<file path="src/hw/mem_sys_consts.svh">
`ifndef MEM_SYS_CONSTS_SVH
`define MEM_SYS_CONSTS_SVH

// memory map
`define SRAM_BASE 32'h8000_0000
// depth in 32-bit words
`define SRAM_WORDS 256
// uart data register, write only
`define UART_ADDR 32'h1000_0000

// sram wait cycles before the response
`define SRAM_LAT 2
// wait timer counter width
`define TIMER_W 4

// response codes
`define RESP_OKAY 2'b00
`define RESP_DECERR 2'b11

`endif

</file>
<file path="src/hw/mem_sys_pkg.sv">
package mem_sys_pkg;

	// byte address and bus word
	typedef logic [31:0] addr_t;
	typedef logic [31:0] data_t;
	// one enable per byte lane
	typedef logic [3:0] strb_t;
	// okay / decerr
	typedef logic [1:0] resp_t;
	typedef logic [7:0] char_t;

	// arbiter fsm
	typedef enum logic [2:0] {
		ARB_IDLE,
		ARB_INST_RD,
		ARB_DATA_RD,
		ARB_DATA_WR,
		ARB_WR_RESP
	} arb_state_t;

	// crossbar targets
	typedef enum logic [1:0] {
		DEV_SRAM,
		DEV_UART,
		DEV_ERR
	} dev_t;

endpackage

</file>
<file path="src/hw/axi_lite_if.sv">
`timescale 1ns/1ps

interface axi_lite_if;
	import mem_sys_pkg::*;

	// read address
	addr_t ar_addr;
	logic  ar_valid;
	logic  ar_ready;
	// read data
	data_t r_data;
	resp_t r_resp;
	logic  r_valid;
	logic  r_ready;
	// write address
	addr_t aw_addr;
	logic  aw_valid;
	logic  aw_ready;
	// write data
	data_t w_data;
	strb_t w_strb;
	logic  w_valid;
	logic  w_ready;
	// write response
	resp_t b_resp;
	logic  b_valid;
	logic  b_ready;

	modport mgr (
		output ar_addr, ar_valid, r_ready, aw_addr, aw_valid, w_data, w_strb, w_valid, b_ready,
		input  ar_ready, r_data, r_resp, r_valid, aw_ready, w_ready, b_resp, b_valid
	);

	modport sub (
		input  ar_addr, ar_valid, r_ready, aw_addr, aw_valid, w_data, w_strb, w_valid, b_ready,
		output ar_ready, r_data, r_resp, r_valid, aw_ready, w_ready, b_resp, b_valid
	);

endinterface

</file>
<file path="src/hw/addr_xbar.sv">
`timescale 1ns/1ps
`include "mem_sys_consts.svh"

module addr_xbar (
	input  logic    clk,
	input  logic    rst_i,
	axi_lite_if.sub bus_i,
	axi_lite_if.mgr sram_o,
	axi_lite_if.mgr uart_o
);
	import mem_sys_pkg::*;

	localparam addr_t SRAM_END = `SRAM_BASE + `SRAM_WORDS * 4;

	dev_t rd_dev, wr_dev, cur_dev;
	// transaction outstanding at a target
	logic busy;
	logic cur_wr;
	// internal error responder
	logic err_valid;
	logic rd_go, wr_go, rsp_done;

	function automatic dev_t decode(input addr_t addr);
		if (addr >= `SRAM_BASE && addr < SRAM_END)
			return DEV_SRAM;
		if (addr == `UART_ADDR)
			return DEV_UART;
		return DEV_ERR;
	endfunction

	// uart is not readable, reads there fall to the error responder
	assign rd_dev = (decode(bus_i.ar_addr) == DEV_SRAM) ? DEV_SRAM : DEV_ERR;
	assign wr_dev = decode(bus_i.aw_addr);

	// payload broadcast, valid only to the decoded target
	assign sram_o.ar_addr = bus_i.ar_addr;
	assign sram_o.ar_valid = !busy && bus_i.ar_valid && rd_dev == DEV_SRAM;
	assign sram_o.aw_addr = bus_i.aw_addr;
	assign sram_o.aw_valid = !busy && bus_i.aw_valid && wr_dev == DEV_SRAM;
	assign sram_o.w_data = bus_i.w_data;
	assign sram_o.w_strb = bus_i.w_strb;
	assign sram_o.w_valid = !busy && bus_i.w_valid && wr_dev == DEV_SRAM;
	assign uart_o.ar_addr = bus_i.ar_addr;
	assign uart_o.ar_valid = 1'b0;
	assign uart_o.aw_addr = bus_i.aw_addr;
	assign uart_o.aw_valid = !busy && bus_i.aw_valid && wr_dev == DEV_UART;
	assign uart_o.w_data = bus_i.w_data;
	assign uart_o.w_strb = bus_i.w_strb;
	assign uart_o.w_valid = !busy && bus_i.w_valid && wr_dev == DEV_UART;

	// address ready from the target, error side takes aw and w together
	always_comb begin
		bus_i.ar_ready = 1'b0;
		bus_i.aw_ready = 1'b0;
		bus_i.w_ready = 1'b0;
		if (!busy) begin
			bus_i.ar_ready = (rd_dev == DEV_SRAM) ? sram_o.ar_ready : 1'b1;
			unique case (wr_dev)
				DEV_SRAM: begin
					bus_i.aw_ready = sram_o.aw_ready;
					bus_i.w_ready = sram_o.w_ready;
				end
				DEV_UART: begin
					bus_i.aw_ready = uart_o.aw_ready;
					bus_i.w_ready = uart_o.w_ready;
				end
				default: begin
					bus_i.aw_ready = bus_i.aw_valid && bus_i.w_valid;
					bus_i.w_ready = bus_i.aw_valid && bus_i.w_valid;
				end
			endcase
		end
	end

	// response comes back from the registered target only
	always_comb begin
		bus_i.r_valid = 1'b0;
		bus_i.r_data = '0;
		bus_i.r_resp = `RESP_DECERR;
		bus_i.b_valid = 1'b0;
		bus_i.b_resp = `RESP_DECERR;
		sram_o.r_ready = 1'b0;
		sram_o.b_ready = 1'b0;
		uart_o.r_ready = 1'b0;
		uart_o.b_ready = 1'b0;
		if (busy) begin
			unique case (cur_dev)
				DEV_SRAM: begin
					bus_i.r_valid = sram_o.r_valid;
					bus_i.r_data = sram_o.r_data;
					bus_i.r_resp = sram_o.r_resp;
					bus_i.b_valid = sram_o.b_valid;
					bus_i.b_resp = sram_o.b_resp;
					sram_o.r_ready = bus_i.r_ready;
					sram_o.b_ready = bus_i.b_ready;
				end
				DEV_UART: begin
					bus_i.b_valid = uart_o.b_valid;
					bus_i.b_resp = uart_o.b_resp;
					uart_o.b_ready = bus_i.b_ready;
				end
				default: begin
					bus_i.r_valid = err_valid && !cur_wr;
					bus_i.b_valid = err_valid && cur_wr;
				end
			endcase
		end
	end

	assign rd_go = bus_i.ar_valid && bus_i.ar_ready;
	assign wr_go = bus_i.aw_valid && bus_i.aw_ready;
	assign rsp_done = (bus_i.r_valid && bus_i.r_ready) || (bus_i.b_valid && bus_i.b_ready);

	always_ff @(posedge clk) begin
		if (rst_i) begin
			busy <= 1'b0;
			cur_wr <= 1'b0;
			cur_dev <= DEV_ERR;
			err_valid <= 1'b0;
		end else if (rd_go || wr_go) begin
			busy <= 1'b1;
			cur_wr <= wr_go;
			cur_dev <= wr_go ? wr_dev : rd_dev;
			// error answer one cycle after the transfer
			err_valid <= (wr_go ? wr_dev : rd_dev) == DEV_ERR;
		end else if (rsp_done) begin
			busy <= 1'b0;
			err_valid <= 1'b0;
		end
	end

	// a device answers only for its own transaction
	sram_owner: assert property (@(posedge clk) disable iff (rst_i)
		(sram_o.r_valid || sram_o.b_valid) |-> busy && cur_dev == DEV_SRAM);
	uart_owner: assert property (@(posedge clk) disable iff (rst_i)
		uart_o.b_valid |-> busy && cur_dev == DEV_UART);

endmodule

</file>
<file path="src/flat_wrapper.sv">
// flat-port wrapper written by rule: the top's interface ports become plain ports
module addr_xbar_flat import mem_sys_pkg::*;
  (clk, rst_i, bus_i_ar_addr, bus_i_ar_valid, bus_i_r_ready, bus_i_aw_addr, bus_i_aw_valid, bus_i_w_data, bus_i_w_strb, bus_i_w_valid, bus_i_b_ready, bus_i_ar_ready, bus_i_r_data, bus_i_r_resp, bus_i_r_valid, bus_i_aw_ready, bus_i_w_ready, bus_i_b_resp, bus_i_b_valid, sram_o_ar_addr, sram_o_ar_valid, sram_o_r_ready, sram_o_aw_addr, sram_o_aw_valid, sram_o_w_data, sram_o_w_strb, sram_o_w_valid, sram_o_b_ready, sram_o_ar_ready, sram_o_r_data, sram_o_r_resp, sram_o_r_valid, sram_o_aw_ready, sram_o_w_ready, sram_o_b_resp, sram_o_b_valid, uart_o_ar_addr, uart_o_ar_valid, uart_o_r_ready, uart_o_aw_addr, uart_o_aw_valid, uart_o_w_data, uart_o_w_strb, uart_o_w_valid, uart_o_b_ready, uart_o_ar_ready, uart_o_r_data, uart_o_r_resp, uart_o_r_valid, uart_o_aw_ready, uart_o_w_ready, uart_o_b_resp, uart_o_b_valid);
  axi_lite_if bus_i_i ();
  axi_lite_if sram_o_i ();
  axi_lite_if uart_o_i ();
  input  logic clk;
  input  logic rst_i;
  input wire logic [$bits(bus_i_i.ar_addr)-1:0] bus_i_ar_addr;
  input wire logic [$bits(bus_i_i.ar_valid)-1:0] bus_i_ar_valid;
  input wire logic [$bits(bus_i_i.r_ready)-1:0] bus_i_r_ready;
  input wire logic [$bits(bus_i_i.aw_addr)-1:0] bus_i_aw_addr;
  input wire logic [$bits(bus_i_i.aw_valid)-1:0] bus_i_aw_valid;
  input wire logic [$bits(bus_i_i.w_data)-1:0] bus_i_w_data;
  input wire logic [$bits(bus_i_i.w_strb)-1:0] bus_i_w_strb;
  input wire logic [$bits(bus_i_i.w_valid)-1:0] bus_i_w_valid;
  input wire logic [$bits(bus_i_i.b_ready)-1:0] bus_i_b_ready;
  output wire logic [$bits(bus_i_i.ar_ready)-1:0] bus_i_ar_ready;
  output wire logic [$bits(bus_i_i.r_data)-1:0] bus_i_r_data;
  output wire logic [$bits(bus_i_i.r_resp)-1:0] bus_i_r_resp;
  output wire logic [$bits(bus_i_i.r_valid)-1:0] bus_i_r_valid;
  output wire logic [$bits(bus_i_i.aw_ready)-1:0] bus_i_aw_ready;
  output wire logic [$bits(bus_i_i.w_ready)-1:0] bus_i_w_ready;
  output wire logic [$bits(bus_i_i.b_resp)-1:0] bus_i_b_resp;
  output wire logic [$bits(bus_i_i.b_valid)-1:0] bus_i_b_valid;
  output wire logic [$bits(sram_o_i.ar_addr)-1:0] sram_o_ar_addr;
  output wire logic [$bits(sram_o_i.ar_valid)-1:0] sram_o_ar_valid;
  output wire logic [$bits(sram_o_i.r_ready)-1:0] sram_o_r_ready;
  output wire logic [$bits(sram_o_i.aw_addr)-1:0] sram_o_aw_addr;
  output wire logic [$bits(sram_o_i.aw_valid)-1:0] sram_o_aw_valid;
  output wire logic [$bits(sram_o_i.w_data)-1:0] sram_o_w_data;
  output wire logic [$bits(sram_o_i.w_strb)-1:0] sram_o_w_strb;
  output wire logic [$bits(sram_o_i.w_valid)-1:0] sram_o_w_valid;
  output wire logic [$bits(sram_o_i.b_ready)-1:0] sram_o_b_ready;
  input wire logic [$bits(sram_o_i.ar_ready)-1:0] sram_o_ar_ready;
  input wire logic [$bits(sram_o_i.r_data)-1:0] sram_o_r_data;
  input wire logic [$bits(sram_o_i.r_resp)-1:0] sram_o_r_resp;
  input wire logic [$bits(sram_o_i.r_valid)-1:0] sram_o_r_valid;
  input wire logic [$bits(sram_o_i.aw_ready)-1:0] sram_o_aw_ready;
  input wire logic [$bits(sram_o_i.w_ready)-1:0] sram_o_w_ready;
  input wire logic [$bits(sram_o_i.b_resp)-1:0] sram_o_b_resp;
  input wire logic [$bits(sram_o_i.b_valid)-1:0] sram_o_b_valid;
  output wire logic [$bits(uart_o_i.ar_addr)-1:0] uart_o_ar_addr;
  output wire logic [$bits(uart_o_i.ar_valid)-1:0] uart_o_ar_valid;
  output wire logic [$bits(uart_o_i.r_ready)-1:0] uart_o_r_ready;
  output wire logic [$bits(uart_o_i.aw_addr)-1:0] uart_o_aw_addr;
  output wire logic [$bits(uart_o_i.aw_valid)-1:0] uart_o_aw_valid;
  output wire logic [$bits(uart_o_i.w_data)-1:0] uart_o_w_data;
  output wire logic [$bits(uart_o_i.w_strb)-1:0] uart_o_w_strb;
  output wire logic [$bits(uart_o_i.w_valid)-1:0] uart_o_w_valid;
  output wire logic [$bits(uart_o_i.b_ready)-1:0] uart_o_b_ready;
  input wire logic [$bits(uart_o_i.ar_ready)-1:0] uart_o_ar_ready;
  input wire logic [$bits(uart_o_i.r_data)-1:0] uart_o_r_data;
  input wire logic [$bits(uart_o_i.r_resp)-1:0] uart_o_r_resp;
  input wire logic [$bits(uart_o_i.r_valid)-1:0] uart_o_r_valid;
  input wire logic [$bits(uart_o_i.aw_ready)-1:0] uart_o_aw_ready;
  input wire logic [$bits(uart_o_i.w_ready)-1:0] uart_o_w_ready;
  input wire logic [$bits(uart_o_i.b_resp)-1:0] uart_o_b_resp;
  input wire logic [$bits(uart_o_i.b_valid)-1:0] uart_o_b_valid;
  assign bus_i_i.ar_addr = bus_i_ar_addr;
  assign bus_i_i.ar_valid = bus_i_ar_valid;
  assign bus_i_i.r_ready = bus_i_r_ready;
  assign bus_i_i.aw_addr = bus_i_aw_addr;
  assign bus_i_i.aw_valid = bus_i_aw_valid;
  assign bus_i_i.w_data = bus_i_w_data;
  assign bus_i_i.w_strb = bus_i_w_strb;
  assign bus_i_i.w_valid = bus_i_w_valid;
  assign bus_i_i.b_ready = bus_i_b_ready;
  assign bus_i_ar_ready = bus_i_i.ar_ready;
  assign bus_i_r_data = bus_i_i.r_data;
  assign bus_i_r_resp = bus_i_i.r_resp;
  assign bus_i_r_valid = bus_i_i.r_valid;
  assign bus_i_aw_ready = bus_i_i.aw_ready;
  assign bus_i_w_ready = bus_i_i.w_ready;
  assign bus_i_b_resp = bus_i_i.b_resp;
  assign bus_i_b_valid = bus_i_i.b_valid;
  assign sram_o_ar_addr = sram_o_i.ar_addr;
  assign sram_o_ar_valid = sram_o_i.ar_valid;
  assign sram_o_r_ready = sram_o_i.r_ready;
  assign sram_o_aw_addr = sram_o_i.aw_addr;
  assign sram_o_aw_valid = sram_o_i.aw_valid;
  assign sram_o_w_data = sram_o_i.w_data;
  assign sram_o_w_strb = sram_o_i.w_strb;
  assign sram_o_w_valid = sram_o_i.w_valid;
  assign sram_o_b_ready = sram_o_i.b_ready;
  assign sram_o_i.ar_ready = sram_o_ar_ready;
  assign sram_o_i.r_data = sram_o_r_data;
  assign sram_o_i.r_resp = sram_o_r_resp;
  assign sram_o_i.r_valid = sram_o_r_valid;
  assign sram_o_i.aw_ready = sram_o_aw_ready;
  assign sram_o_i.w_ready = sram_o_w_ready;
  assign sram_o_i.b_resp = sram_o_b_resp;
  assign sram_o_i.b_valid = sram_o_b_valid;
  assign uart_o_ar_addr = uart_o_i.ar_addr;
  assign uart_o_ar_valid = uart_o_i.ar_valid;
  assign uart_o_r_ready = uart_o_i.r_ready;
  assign uart_o_aw_addr = uart_o_i.aw_addr;
  assign uart_o_aw_valid = uart_o_i.aw_valid;
  assign uart_o_w_data = uart_o_i.w_data;
  assign uart_o_w_strb = uart_o_i.w_strb;
  assign uart_o_w_valid = uart_o_i.w_valid;
  assign uart_o_b_ready = uart_o_i.b_ready;
  assign uart_o_i.ar_ready = uart_o_ar_ready;
  assign uart_o_i.r_data = uart_o_r_data;
  assign uart_o_i.r_resp = uart_o_r_resp;
  assign uart_o_i.r_valid = uart_o_r_valid;
  assign uart_o_i.aw_ready = uart_o_aw_ready;
  assign uart_o_i.w_ready = uart_o_w_ready;
  assign uart_o_i.b_resp = uart_o_b_resp;
  assign uart_o_i.b_valid = uart_o_b_valid;
  addr_xbar u_core (.clk(clk), .rst_i(rst_i), .bus_i(bus_i_i), .sram_o(sram_o_i), .uart_o(uart_o_i));
endmodule
</file>
<file path="config.mk">
export PLATFORM = sky130hd
export DESIGN_NAME = addr_xbar_flat
export DESIGN_NICKNAME = d
export VERILOG_FILES = /design/src/hw/mem_sys_pkg.sv /design/src/hw/axi_lite_if.sv /design/src/hw/addr_xbar.sv /design/src/flat_wrapper.sv
export VERILOG_INCLUDE_DIRS = /design/src /design/src/hw
export SDC_FILE = /design/constraint.sdc
export NUM_CORES = 1
export LEC_CHECK = 0
export BUFFER_PORTS_ARGS = -buffer_cell sky130_fd_sc_hd__buf_2
export CAP_MARGIN = 40
export CORE_AREA = 2 2 172 174
export CTS_CLUSTER_DIAMETER = 40
export CTS_CLUSTER_SIZE = 24
export DETAILED_ROUTE_END_ITERATION = 8
export DIE_AREA = 0 0 174 176
export HOLD_SLACK_MARGIN = 0.15
export PLACE_DENSITY = 0.36
export SLEW_MARGIN = 20
export SYNTH_ARGS = -nofsm -noshare
export SYNTH_HDL_FRONTEND = slang
export SYNTH_SLANG_ARGS = --single-unit
</file>
<file path="constraint.sdc">
create_clock -name clk -period 3.1 [get_ports clk]
set_input_delay 0.93 -clock clk [delete_from_list [all_inputs] [get_ports clk]]
set_output_delay 0.93 -clock clk [all_outputs]
set_load 0.05 [all_outputs]
</file>
Yosys cells after proc, flatten, opt, wreduce, memory -nomap -nowiden
Index checks and enable logic that the tools add are counted.

operators by class
  $add $sub $neg = 0
  $mul = 0
  div/mod/pow operators = 0
  magnitude comparators = 4
  eq/ne operators = 5
  shifts and indexed selects = 0
  mux-type cells = 41
  bitwise gates (word level) = 0
  reductions and logical operators = 26

operators with widths
  operator                number
  $eq A32 B29 Y1 const B  2
  $ge A32 B32 Y1 const B  2
  $lt A32 B32 Y1 const B  2
  $mux W32                2
  $mux W2                 13
  $mux W1                 21
  $logic_and A1 B1 Y1     17
  $logic_not A2 Y1        4
  $pmux W1 S2             4
  $eq A2 B1 Y1 const B    2
  $pmux W2 S2             1
  $eq A2 B2 Y1 const B    1
  $logic_not A1 Y1        2
  $logic_or A1 B1 Y1      2
  $reduce_bool A2 Y1      1

storage, ports and cells
  register bits after elaboration = 5
  latch bits = 0
  memory bits (writable) = 0
  ROM bits = 0
  bits of input ports = 189
  output and inout bits = 251
  word-level logic and storage cells = 80
  memories kept = 0

Logic depth before layout (Yosys ltp)
Gate-level depths: netlist (run 1).

  depth in word-level cells = 14
  gate-level depth with buffers = 6
  mapped depth without buffers = 5

Worst setup path after synthesis (run 1)
No wires, ideal clock.

  path type = in2out
  from = input port bus_i_aw_addr[7]
  to = output port bus_i_w_ready
  arrival time = 2.935 ns
  data required time = 2.170 ns
  slack = -0.765 ns
  stages = 5
  path buffers = 0
  cells stage by stage = nor4_1 > nand3_1 > a211oi_2 > a21oi_1 > a211oi_1

between the ends
  longest elaborated chain between the ends = 8
  elaborated cells on any way between the ends = 14
  classes of those cells = order compare (2); eq/ne (2); mux (8); reduce/logical (2)

RTL lines
  item                                                    line                source
  start: declaration                                      flat_wrapper.sv:12  input wire logic [$bits(bus_i_i.aw_addr)-1:0] bus_i_aw_addr;
  branches (longest 4 deep; another with $ge A32 B32 Y1)  n/a
  $mux W2 (*)                                             addr_xbar.sv:26     if (addr == `UART_ADDR)
  $eq A2 B1 Y1 or $logic_not A2 Y1 (tied branches)        addr_xbar.sv:58     unique case (wr_dev)
  $pmux W1 S2 (*)                                         addr_xbar.sv:58
  $mux W1 (*)                                             addr_xbar.sv:56     if (!busy) begin
  end: declaration                                        flat_wrapper.sv:23  output wire logic [$bits(bus_i_i.w_ready)-1:0] bus_i_w_ready;

Every way passes the cells marked *. The select of a mux whose other input is x is not followed.

Worst setup path in the final report (run 1)
  from = input port bus_i_aw_addr[22]
  to = output port uart_o_w_valid

between the ends
  longest elaborated chain between the ends = 7
  elaborated cells on any way between the ends = 12
  classes of those cells = order compare (2); eq/ne (2); mux (6); reduce/logical (2)

RTL lines
  item                                                    line                source
  branches (longest 4 deep; another with $ge A32 B32 Y1)  n/a
  $mux W2 (*)                                             addr_xbar.sv:26
  $eq A2 B1 Y1 (*)                                        addr_xbar.sv:49     assign uart_o.w_valid = !busy && bus_i.w_valid && wr_dev == DEV_UART;
  $logic_and A1 B1 Y1 (*)                                 addr_xbar.sv:49
  end: declaration                                        flat_wrapper.sv:50  output wire logic [$bits(uart_o_i.w_valid)-1:0] uart_o_w_valid;

Marked as above.

==> summary.md, run 1 <==
| Metric | Value |
|---|---|
| CTS H-tree lvls | 1 |
| DIE WIDTH | 174 um |
| CP Max Fanout | 4 |
| Slew @ Worst Pin | 515 ps |
| Max Clk Rate | 313 MHz |
| Pwr Total | 0.000867 W |
| Reported max-cap violation count | 0 |
| Ratio of cells with drive above 1 in the final layout | 80.2% |
| Synth Instances | 323 |
| Num CTS Buffers | 3 |
| Static leakage | 1.69 nW |
| Run status | complete, but fails checks |
| Hpwl dp | 7890 um |
| GR Util All Layers | 5.09% |
| WP data required | 2170 ps |
| Area growth syn-to-layout | 45.8% |
| Grt ovf | 0 |
| Post-Route WL | 8730 um |
| Via density | 2.76 |
| Post-synth cell types | 40 |
| Startpoint Class | input port |
| Site row count | 62 |
| Final Hold Fails | 0 |
| Critical path type | input port to primary output |
| Flip-flop and latch count after synthesis | 5 |
| Hold WC Path Type | flop to flop |
| Clock skew | 1.54 ps |
| Final antenna-violating net count | 0 |
| TritonRoute pass-1 iters | 4 |
| Place WS | -420 ps |
| Initial core utilization | 8.27% |
| Placer Congestion | 0.725 |
| Asr flop ratio synth | 0% |
| Cts hold-fix bufs | 0 |
| Post-route DRC | 0 |
| Ys Warns | 0 |
| Reg clk slew, reported paths | 30 ps |
| Max stage delay on crit path | 460 ps |
| Die Ht | 176 um |
| Total I/O pin count | 440 |
| Maximum number of pins on one net before global-route repair | 37 |
| Final setup margin | -91.7 ps |
| Die area | 30600 um2 |
| Final Max Tran Viols | 0 |
| Post-Syn Area per Cell | 7.31 um2 |
| Vias in the first global route | 2183 |
| Minimum clock period | 3190 ps |
| Worst rel slew slack | 65.4% |
| CTS max path bufs | 2 |
| Clock tree sinks | 5 |
| Worst VDD drop | 0.000107 V |
| Mapped Area | 2360 um2 |
| Crit. End Element | primary output |
| Via count | 2232 |
| Arr. time, crit path | 2260 ps |
| PwrDens | 252 nW/um2 |
| RSZ-0062 raised after global routing | true |
| Net count reported at finish | 615 |
| Clk_lat worst skew | 230 ps |
| CTS tree | built |
| Ys flop type | dfxtp_1 |
| Failing checks | setup timing |
| Drt initial violations | 36 |
| Routed length per instance | 10.8 um |
| Sequential-to-total area share from yosys stat | 4.24% |
| Final setup fails | 6 |
| Post-synth EDFFs | 0 |
| Antenna violations before repair | 1 |
| Buffers on Ports | 263 |
| CP max stage cell | or3_4 |
| CP cell instances | buf_2 -> nor4_4 -> nand3_4 -> or3_4 -> nor2_4 -> buf_12 |
| First-pass GRT wire length | 11900 um |
| Clk root buf | clkbuf_16 |
| Core box area | 28500 um2 |
| Final Cycle Share | 103% |
[cell type report]
type	instances	area, um2
Fill cell	3339	25100
Timing Repair Buffer	304	1820
Multi-Input combinational cell	111	953
Tap cell	384	480
Sequential cell	5	100
Clock buffer	4	78.8
Inverter	1	3.75
Antenna cell	1	2.50
[metal layers]
layer	GRT usage (%)	wire length, um
met5	0	0
met1	4.30	2610
met4	4.06	591
met3	1.49	1030
met2	9.89	4500
[metrics by stage]
| stage | hold slack [ps] | area [um2] | setup TNS, ps | util [%] | cells |
|---|---|---|---|---|---|
| after floorplan | 438 | 2470 | -1110 | - | 324 |
| after detailed placement | 460 | 3090 | -2340 | 10.8 | 799 |
| after global routing | 511 | 3440 | -891 | 12.0 | 810 |
| after CTS | 464 | 3400 | -520 | 11.9 | 808 |
| after global placement | 457 | 3090 | -2200 | 10.8 | 799 |
| final | 466 | 3440 | -414 | 12.0 | 810 |
[state kept, by name, indices dropped and copies added (netlist names)]
register	count
u_core.cur_dev	2
u_core.busy	1
u_core.cur_wr	1
u_core.err_valid	1
[layout by cell type, fill, tap and decap left out, types with 2 or more instances in the layout]
master     synthesis  final
buf_4            204     40
nand2b_1           4      4
a32oi_1            2      2
nor4_4             0      7
and3_1             3      3
a21oi_1            3      2
buf_8              0      5
o21ai_0            2      2
or3_4              0      2
nor2_4             0      5
conb_1             1      2
buf_12             0      7
buf_6              0      7
nand2_1            6      5
nor2_1             9      4
buf_2              0    245
nand3_1            4      2
nor2b_1            3      3
clkbuf_16          0      3
dfxtp_1            5      5
mux2i_1            3      3
nor4_2             1      3
and2_1            35     35
[cell usage after synthesis, types with 2 or more instances]
library cell / number / area (um2)
a21oi_1: 3 / 15.0
a32oi_1: 2 / 17.5
and2_1: 35 / 219
and3_1: 3 / 18.8
buf_4: 204 / 1530
clkbuf_1: 3 / 11.3
dfxtp_1: 5 / 100
mux2i_1: 3 / 30.0
nand2_1: 6 / 22.5
nand2b_1: 4 / 25.0
nand3_1: 4 / 20.0
nor2_1: 9 / 33.8
nor2b_1: 3 / 18.8
nor3_1: 2 / 10.0
nor4_1: 10 / 62.6
o21ai_0: 2 / 10.0
or3_2: 2 / 15.0
[power by group]
part | internal, W | total, W | switching [W]
combinational | 0.000162 | 0.000584 | 0.000422
sequential | 0.0000690 | 0.0000723 | 0.00000332
clock | 0.000170 | 0.000211 | 0.0000405
[repair_timing]
action,4_1_cts,5_1_grt
pin swaps,14,4
setup endpoints to repair,8,7
cloned,0,0
setup buffers,5,1
resized for setup,42,6
[kinds of logic (layout without fill, tap and decap cells)]
| group | count (synthesis) | after routing | synth area share, % |
|---|---|---|---|
| muxes | 4 | 4 | 1.91 |
| and+or+nand+nor | 89 | 89 | 22.9 |
| AOI/OAI and AO/OA | 16 | 16 | 5.25 |
| other | 1 | 3 | 0.159 |
| DFF | 5 | 5 | 4.24 |
| buffers and inverters | 208 | 309 | 65.5 |
[worst paths after layout]
kind	startpoint	depth (start not counted)	end	slack, ps
max	bus_i_aw_addr[22]	6	uart_o_w_valid	-90
min	u_core.cur_wr	2	u_core.cur_wr	470
max reg2reg	u_core.cur_dev[0]	5	u_core.err_valid	1250
min reg2reg	u_core.cur_wr	2	u_core.cur_wr	470
[critical path, delay by kind of cell]
family,cells,cell delay (ps)
buffers and inverters,2,260
AND/OR/NAND/NOR,4,1060
(Power assumes the default switching activity.)
==> run 2, diff against run 1 <==
SKIP_LAST_GASP = 1   (was default)
==> summary.md, run 2 (synthesized netlist as in run 1, its figures left out) <==
| Metric | Value |
|---|---|
| FF-to-FF Start | u_core.cur_dev[0] |
| Worst VDD drop | 0.000107 V (about the same) |
| Pwr Total | 0.000867 W (about the same) |
| Ratio of cells with drive above 1 in the final layout | 80.0% (-0.24 points) |
| Drt initial violations | 38 (+5.6%) |
| Clk_lat worst skew | 230 ps (about the same) |
| CTS max path bufs | 2 (unchanged) |
| Final Hold Fails | 0 (unchanged) |
| Cell depth of the worst flop-to-flop path | 5 (unchanged) |
| Buffers on Ports | 263 (unchanged) |
| CTS tree | built |
| Clk root buf | clkbuf_16 |
| Arr. time, crit path | 2260 ps (about the same) |
| Vias in the first global route | 2183 (unchanged) |
| Cts hold-fix bufs | 0 (unchanged) |
| Final Cycle Share | 103% (about the same) |
| Clock skew | 1.54 ps (unchanged) |
| Util after Layout | 12.0% (about the same) |
| PwrDens | 252 nW/um2 (about the same) |
| Commonest non-fill, non-tap cell in the layout | buf_2 |
| Via count | 2233 (+0.045%) |
| Worst setup endpoint | uart_o_w_valid |
| Total I/O pin count | 440 (unchanged) |
| Die Ht | 176 um (unchanged) |
| Worst R2R Setup Slack | 1250 ps (about the same) |
| Slew @ Worst Pin | 515 ps (unchanged) |
| Num CTS Buffers | 3 (unchanged) |
| Reported max-cap violation count | 0 (unchanged) |
| Minimum clock period | 3190 ps (+0.0195 ps) |
| Maximum number of pins on one net before global-route repair | 37 (unchanged) |
| Final antenna-violating net count | 0 (unchanged) |
| Post-route DRC | 0 (unchanged) |
| RSZ-0062 raised after global routing | true |
| Final setup margin | -91.7 ps (-0.0195 ps) |
| Antenna violations before repair | 1 (unchanged) |
| Grt ovf | 0 (unchanged) |
| Area growth syn-to-layout | 45.7% (about the same) |
| Final setup fails | 6 (unchanged) |
| Hold_sp | u_core.cur_wr |
| Critical path type | input port to primary output |
| Core box area | 28500 um2 (unchanged) |
| Commonest cells after routing, fill and taps aside | buf_2, buf_4, and2_1 |
| Initial core utilization | 8.27% (unchanged) |
| Worst hold margin | 466 ps (unchanged) |
| CP Max Fanout | 4 (unchanged) |
| Final Max Tran Viols | 0 (unchanged) |
| Routed length per instance | 10.8 um (about the same) |
| First-pass GRT wire length | 11900 um (unchanged) |
| Crit path launch | bus_i_aw_addr[22] |
| Hold WC Path Type | flop to flop |
| Run status | complete, but fails checks |
| Most flops, register | u_core.cur_dev |
| Max reg flops | 2 (unchanged) |
| TritonRoute pass-1 iters | 4 (unchanged) |
| Worst rel slew slack | 65.4% (unchanged) |
| WP data required | 2170 ps (about the same) |
| Final cell count without fillers | 810 (unchanged) |
| Placer Congestion | 0.725 (unchanged) |
| Clock tree sinks | 5 (unchanged) |
| Startpoint Class | input port |
| Reg clk slew, reported paths | 30 ps (about the same) |
| RR Endpoint | u_core.err_valid |
| DIE WIDTH | 174 um (unchanged) |
| GR Util All Layers | 5.09% (unchanged) |
| Static leakage | 1.69 nW (about the same) |
| Post-Route WL | 8740 um (about the same) |
| Via density | 2.76 (about the same) |
| Crit. End Element | primary output |
| Net count reported at finish | 615 (unchanged) |
| Inst Count DP | 799 (unchanged) |
| Hpwl dp | 7890 um (unchanged) |
| Failing checks | setup timing |
| Die area | 30600 um2 (unchanged) |
| Max Clk Rate | 313 MHz (about the same) |
| Site row count | 62 (unchanged) |
| CTS H-tree lvls | 1 (unchanged) |
==> run 2: cell counts in the layout (fill, tap and decap cells not counted) <==
No cell type changed its count.
==> run 2: layout make-up <==
cell class,count,area [um2]
repair buffers,304,1820
multi-input cells,111,951
diodes,1,2.50
flip-flops and latches,5,100
fillers,3340,25100
well taps,384,480
clock buffers,4,78.8
inverters,1,3.75
==> run 2: through the flow <==
stage / cell area (um2) / TNS (ps) / setup WS (ps)
after detailed placement: 3090 / -2340 / -420
final: 3440 / -414 / -91.7
after CTS: 3400 / -520 / -117
after floorplan: 2470 / -1110 / -329
after global placement: 3090 / -2200 / -400
after global routing: 3440 / -903 / -170
==> run 2: worst min path at each step <==
| stage | slack [ps] | endpoint | cells past startpoint |
|---|---|---|---|
| 2_1_floorplan | 440 | u_core.cur_wr | 2 |
| 3_3_place_gp | 460 | u_core.cur_wr | 2 |
| 3_5_place_dp | 460 | u_core.cur_wr | 2 |
| 4_1_cts | 460 | u_core.cur_wr | 2 |
| 5_1_grt | 510 | u_core.cur_wr | 2 |
| 6_report | 470 | u_core.cur_wr | 2 |
==> run 2: where the power goes <==
group | switching [W] | internal [W]
registers | 0.00000332 | 0.0000690
clock network | 0.0000405 | 0.000170
logic | 0.000422 | 0.000162
==> run 2: what timing repair did <==
| action | 4_1_cts | 5_1_grt |
|---|---|---|
| gates resized for setup | 42 | 5 |
| endpoints found under the setup margin | 8 | 7 |
| pin swaps | 14 | 4 |
| buffers inserted | 5 | 1 |
| gates cloned | 0 | 0 |
==> run 2: critical path: stages <==
cell     delay (ps)
buf_2           120
nor4_4          310
nand3_4         170
or3_4           460
nor2_4          120
buf_12          140
==> run 2: layer usage <==
metal	routed length (um)	global-route usage, %	part of all wire (%)	up-vias
met2	4500	9.89	52	182
met4	591	4.06	6.8	0
met3	1030	1.49	12	41
li1	-	-	-	1042
met5	0	0	0	-
met1	2610	4.30	30	968
==> run 3, diff against run 2 <==
TNS_END_PERCENT = 10   (was default)
==> summary.md, run 3 (synthesized netlist as in run 1, its figures left out) <==
| Metric | Value |
|---|---|
| Run status | complete, but fails checks |
| Failing checks | setup timing |
| RSZ-0062 raised after global routing | true |
| Die area | 30600 um2 (unchanged) |
| Finished Cell Area | 3370 um2 (-1.8%) |
| Num CTS Buffers | 3 (unchanged) |
| Worst path top cell family by delay | simple AND/OR/NAND/NOR gates |
| Critical path type | input port to primary output |
| Vias in the first global route | 1963 (-10%) |
| Util after Layout | 11.8% (-0.22 points) |
| Placer Congestion | 0.684 (-5.7%) |
| Hpwl dp | 8540 um (+8.3%) |
| Worst R2R Setup Slack | 1380 ps (+130 ps) |
| Max Clk Rate | 314 MHz (+0.19%) |
| Reg clk slew, reported paths | 30 ps (about the same) |
| Worst VDD drop | 0.000127 V (+18%) |
| Initial core utilization | 8.27% (unchanged) |
| Reg area | 100 um2 (unchanged) |
| Routed length per instance | 11.7 um (+8.4%) |
| GR Util All Layers | 5.43% (+0.34 points) |
| Startpoint Class | input port |
| Die Ht | 176 um (unchanged) |
| Hold_sp | u_core.cur_wr |
| Clock tree sinks | 5 (unchanged) |
| CP cell instances | buf_2 -> nor4_4 -> nand3_2 -> or3_4 -> nor2_2 -> buf_4 -> buf_12 |
| Maximum number of pins on one net before global-route repair | 37 (unchanged) |
| CP max stage cell | or3_4 |
| Static leakage | 1.69 nW (about the same) |
| Ratio of cells with drive above 1 in the final layout | 78.7% (-1.3 points) |
| Final antenna-violating net count | 0 (unchanged) |
| Crit path launch | bus_i_aw_addr[22] |
| Clock skew | 2.18 ps (+0.644 ps) |
| Via count | 2148 (-3.8%) |
| FF-to-FF Start | u_core.cur_dev[0] |
| Final setup fails | 8 (+2) |
| Clk_lat worst skew | 230 ps (about the same) |
| Reported max-cap violation count | 0 (unchanged) |
| Inst Count DP | 807 (+1.0%) |
| Buffers on Ports | 263 (unchanged) |
| Placed inst area | 3110 um2 (+0.36%) |
| Max stage delay on crit path | 420 ps (-40 ps) |
| Max reg flops | 2 (unchanged) |
| CTS H-tree lvls | 1 (unchanged) |
| Antenna violations before repair | 1 (unchanged) |
| WP data required | 2170 ps (about the same) |
| Minimum clock period | 3190 ps (-5.94 ps) |
| Final setup margin | -85.7 ps (+5.94 ps) |
| Via density | 2.65 (-3.9%) |
| Grt ovf | 0 (unchanged) |
| Commonest non-fill, non-tap cell in the layout | buf_2 |
| Arr. time, crit path | 2260 ps (about the same) |
| Site row count | 62 (unchanged) |
| PwrDens | 257 nW/um2 (+1.9%) |
| Fin Setup TNS | -477 ps (-63.2 ps) |
| Drt initial violations | 63 (+66%) |
| Clk root buf | clkbuf_16 |
| Net count reported at finish | 617 (+0.33%) |
| Post-Route WL | 9480 um (+8.6%) |
| Core box area | 28500 um2 (unchanged) |
| Total I/O pin count | 440 (unchanged) |
| N_diodes | 0 (-1) |
| Final cell count without fillers | 811 (+0.12%) |
| Final Max Tran Viols | 0 (unchanged) |
| Crit. End Element | primary output |
| Post-route DRC | 0 (unchanged) |
| Cts hold-fix bufs | 0 (unchanged) |
| DIE WIDTH | 174 um (unchanged) |
| Most flops, register | u_core.cur_dev |
| TritonRoute pass-1 iters | 4 (unchanged) |
| Commonest cells after routing, fill and taps aside | buf_2, buf_4, and2_1, buf_12, nor4_4 |
| First-pass GRT wire length | 12400 um (+4.7%) |
| Pwr Total | 0.000867 W (about the same) |
| Area growth syn-to-layout | 43.0% |
| Final Cycle Share | 103% (-0.19 points) |
| # fillers | 3380 (+1.2%) |
| Crit path buf inv count | 3 (+1) |
| CP Max Fanout | 4 (unchanged) |
| CTS max path bufs | 2 (unchanged) |
| Final Hold Fails | 0 (unchanged) |
| CTS tree | built |
| Multi-input gate area | 888 um2 (-6.6%) |
| Hold WC Path Type | flop to flop |
==> run 3: what timing repair did <==
action | 4_1_cts | 5_1_grt
gates cloned | 0 | 0
resized for setup | 19 | 18
setup endpoints to repair | 8 | 8
pin swaps | 6 | 12
buffers inserted | 1 | 1
==> run 3: worst register-to-register path, stage by stage, from the launching register on <==
cell      delay (ps)
dfxtp_1          550
mux2i_1          310
o21ai_0          140
a32oi_1          280
nand3_1          110
a311oi_1         250
==> run 3: routing by layer <==
metal  up-vias  global-route usage [%]  part of all wire (%)
li1       1049                       -                     -
met1       943                    6.99                    40
met2       127                    8.38                    48
met3        27                    2.09                   9.3
met4         2                    1.65                   2.2
met5         -                       0                  0.14
==> run 3: final cells by class <==
class                      count  area share (%)
clock buffer                   4            2.34
timing repair buffer         306            54.0
inverter                       1           0.111
multi-input combinational    111            26.3
tap                          384            14.2
sequential                     5            2.97
==> run 3: per-stage QoR <==
| stage | worst slack, ps | hold WS (ps) |
|---|---|---|
| 2_1_floorplan | -358 | 438 |
| 3_3_place_gp | -353 | 463 |
| 3_5_place_dp | -375 | 464 |
| 4_1_cts | -185 | 468 |
| 5_1_grt | -181 | 497 |
| 6_report | -85.7 | 467 |
==> run 3: final timing paths <==
path | end | depth (start not counted)
worst max-delay path | sram_o_aw_valid | 7
worst min-delay path | u_core.cur_wr | 2
worst max register to register | u_core.err_valid | 5
worst min register to register | u_core.cur_wr | 2
==> run 3: power breakdown <==
group	total [W]	leakage (nW)	switching (W)	internal, W
sequential	0.0000719	0.0412	0.00000295	0.0000689
combinational	0.000581	1.61	0.000421	0.000159
clock	0.000214	0.0382	0.0000438	0.000171
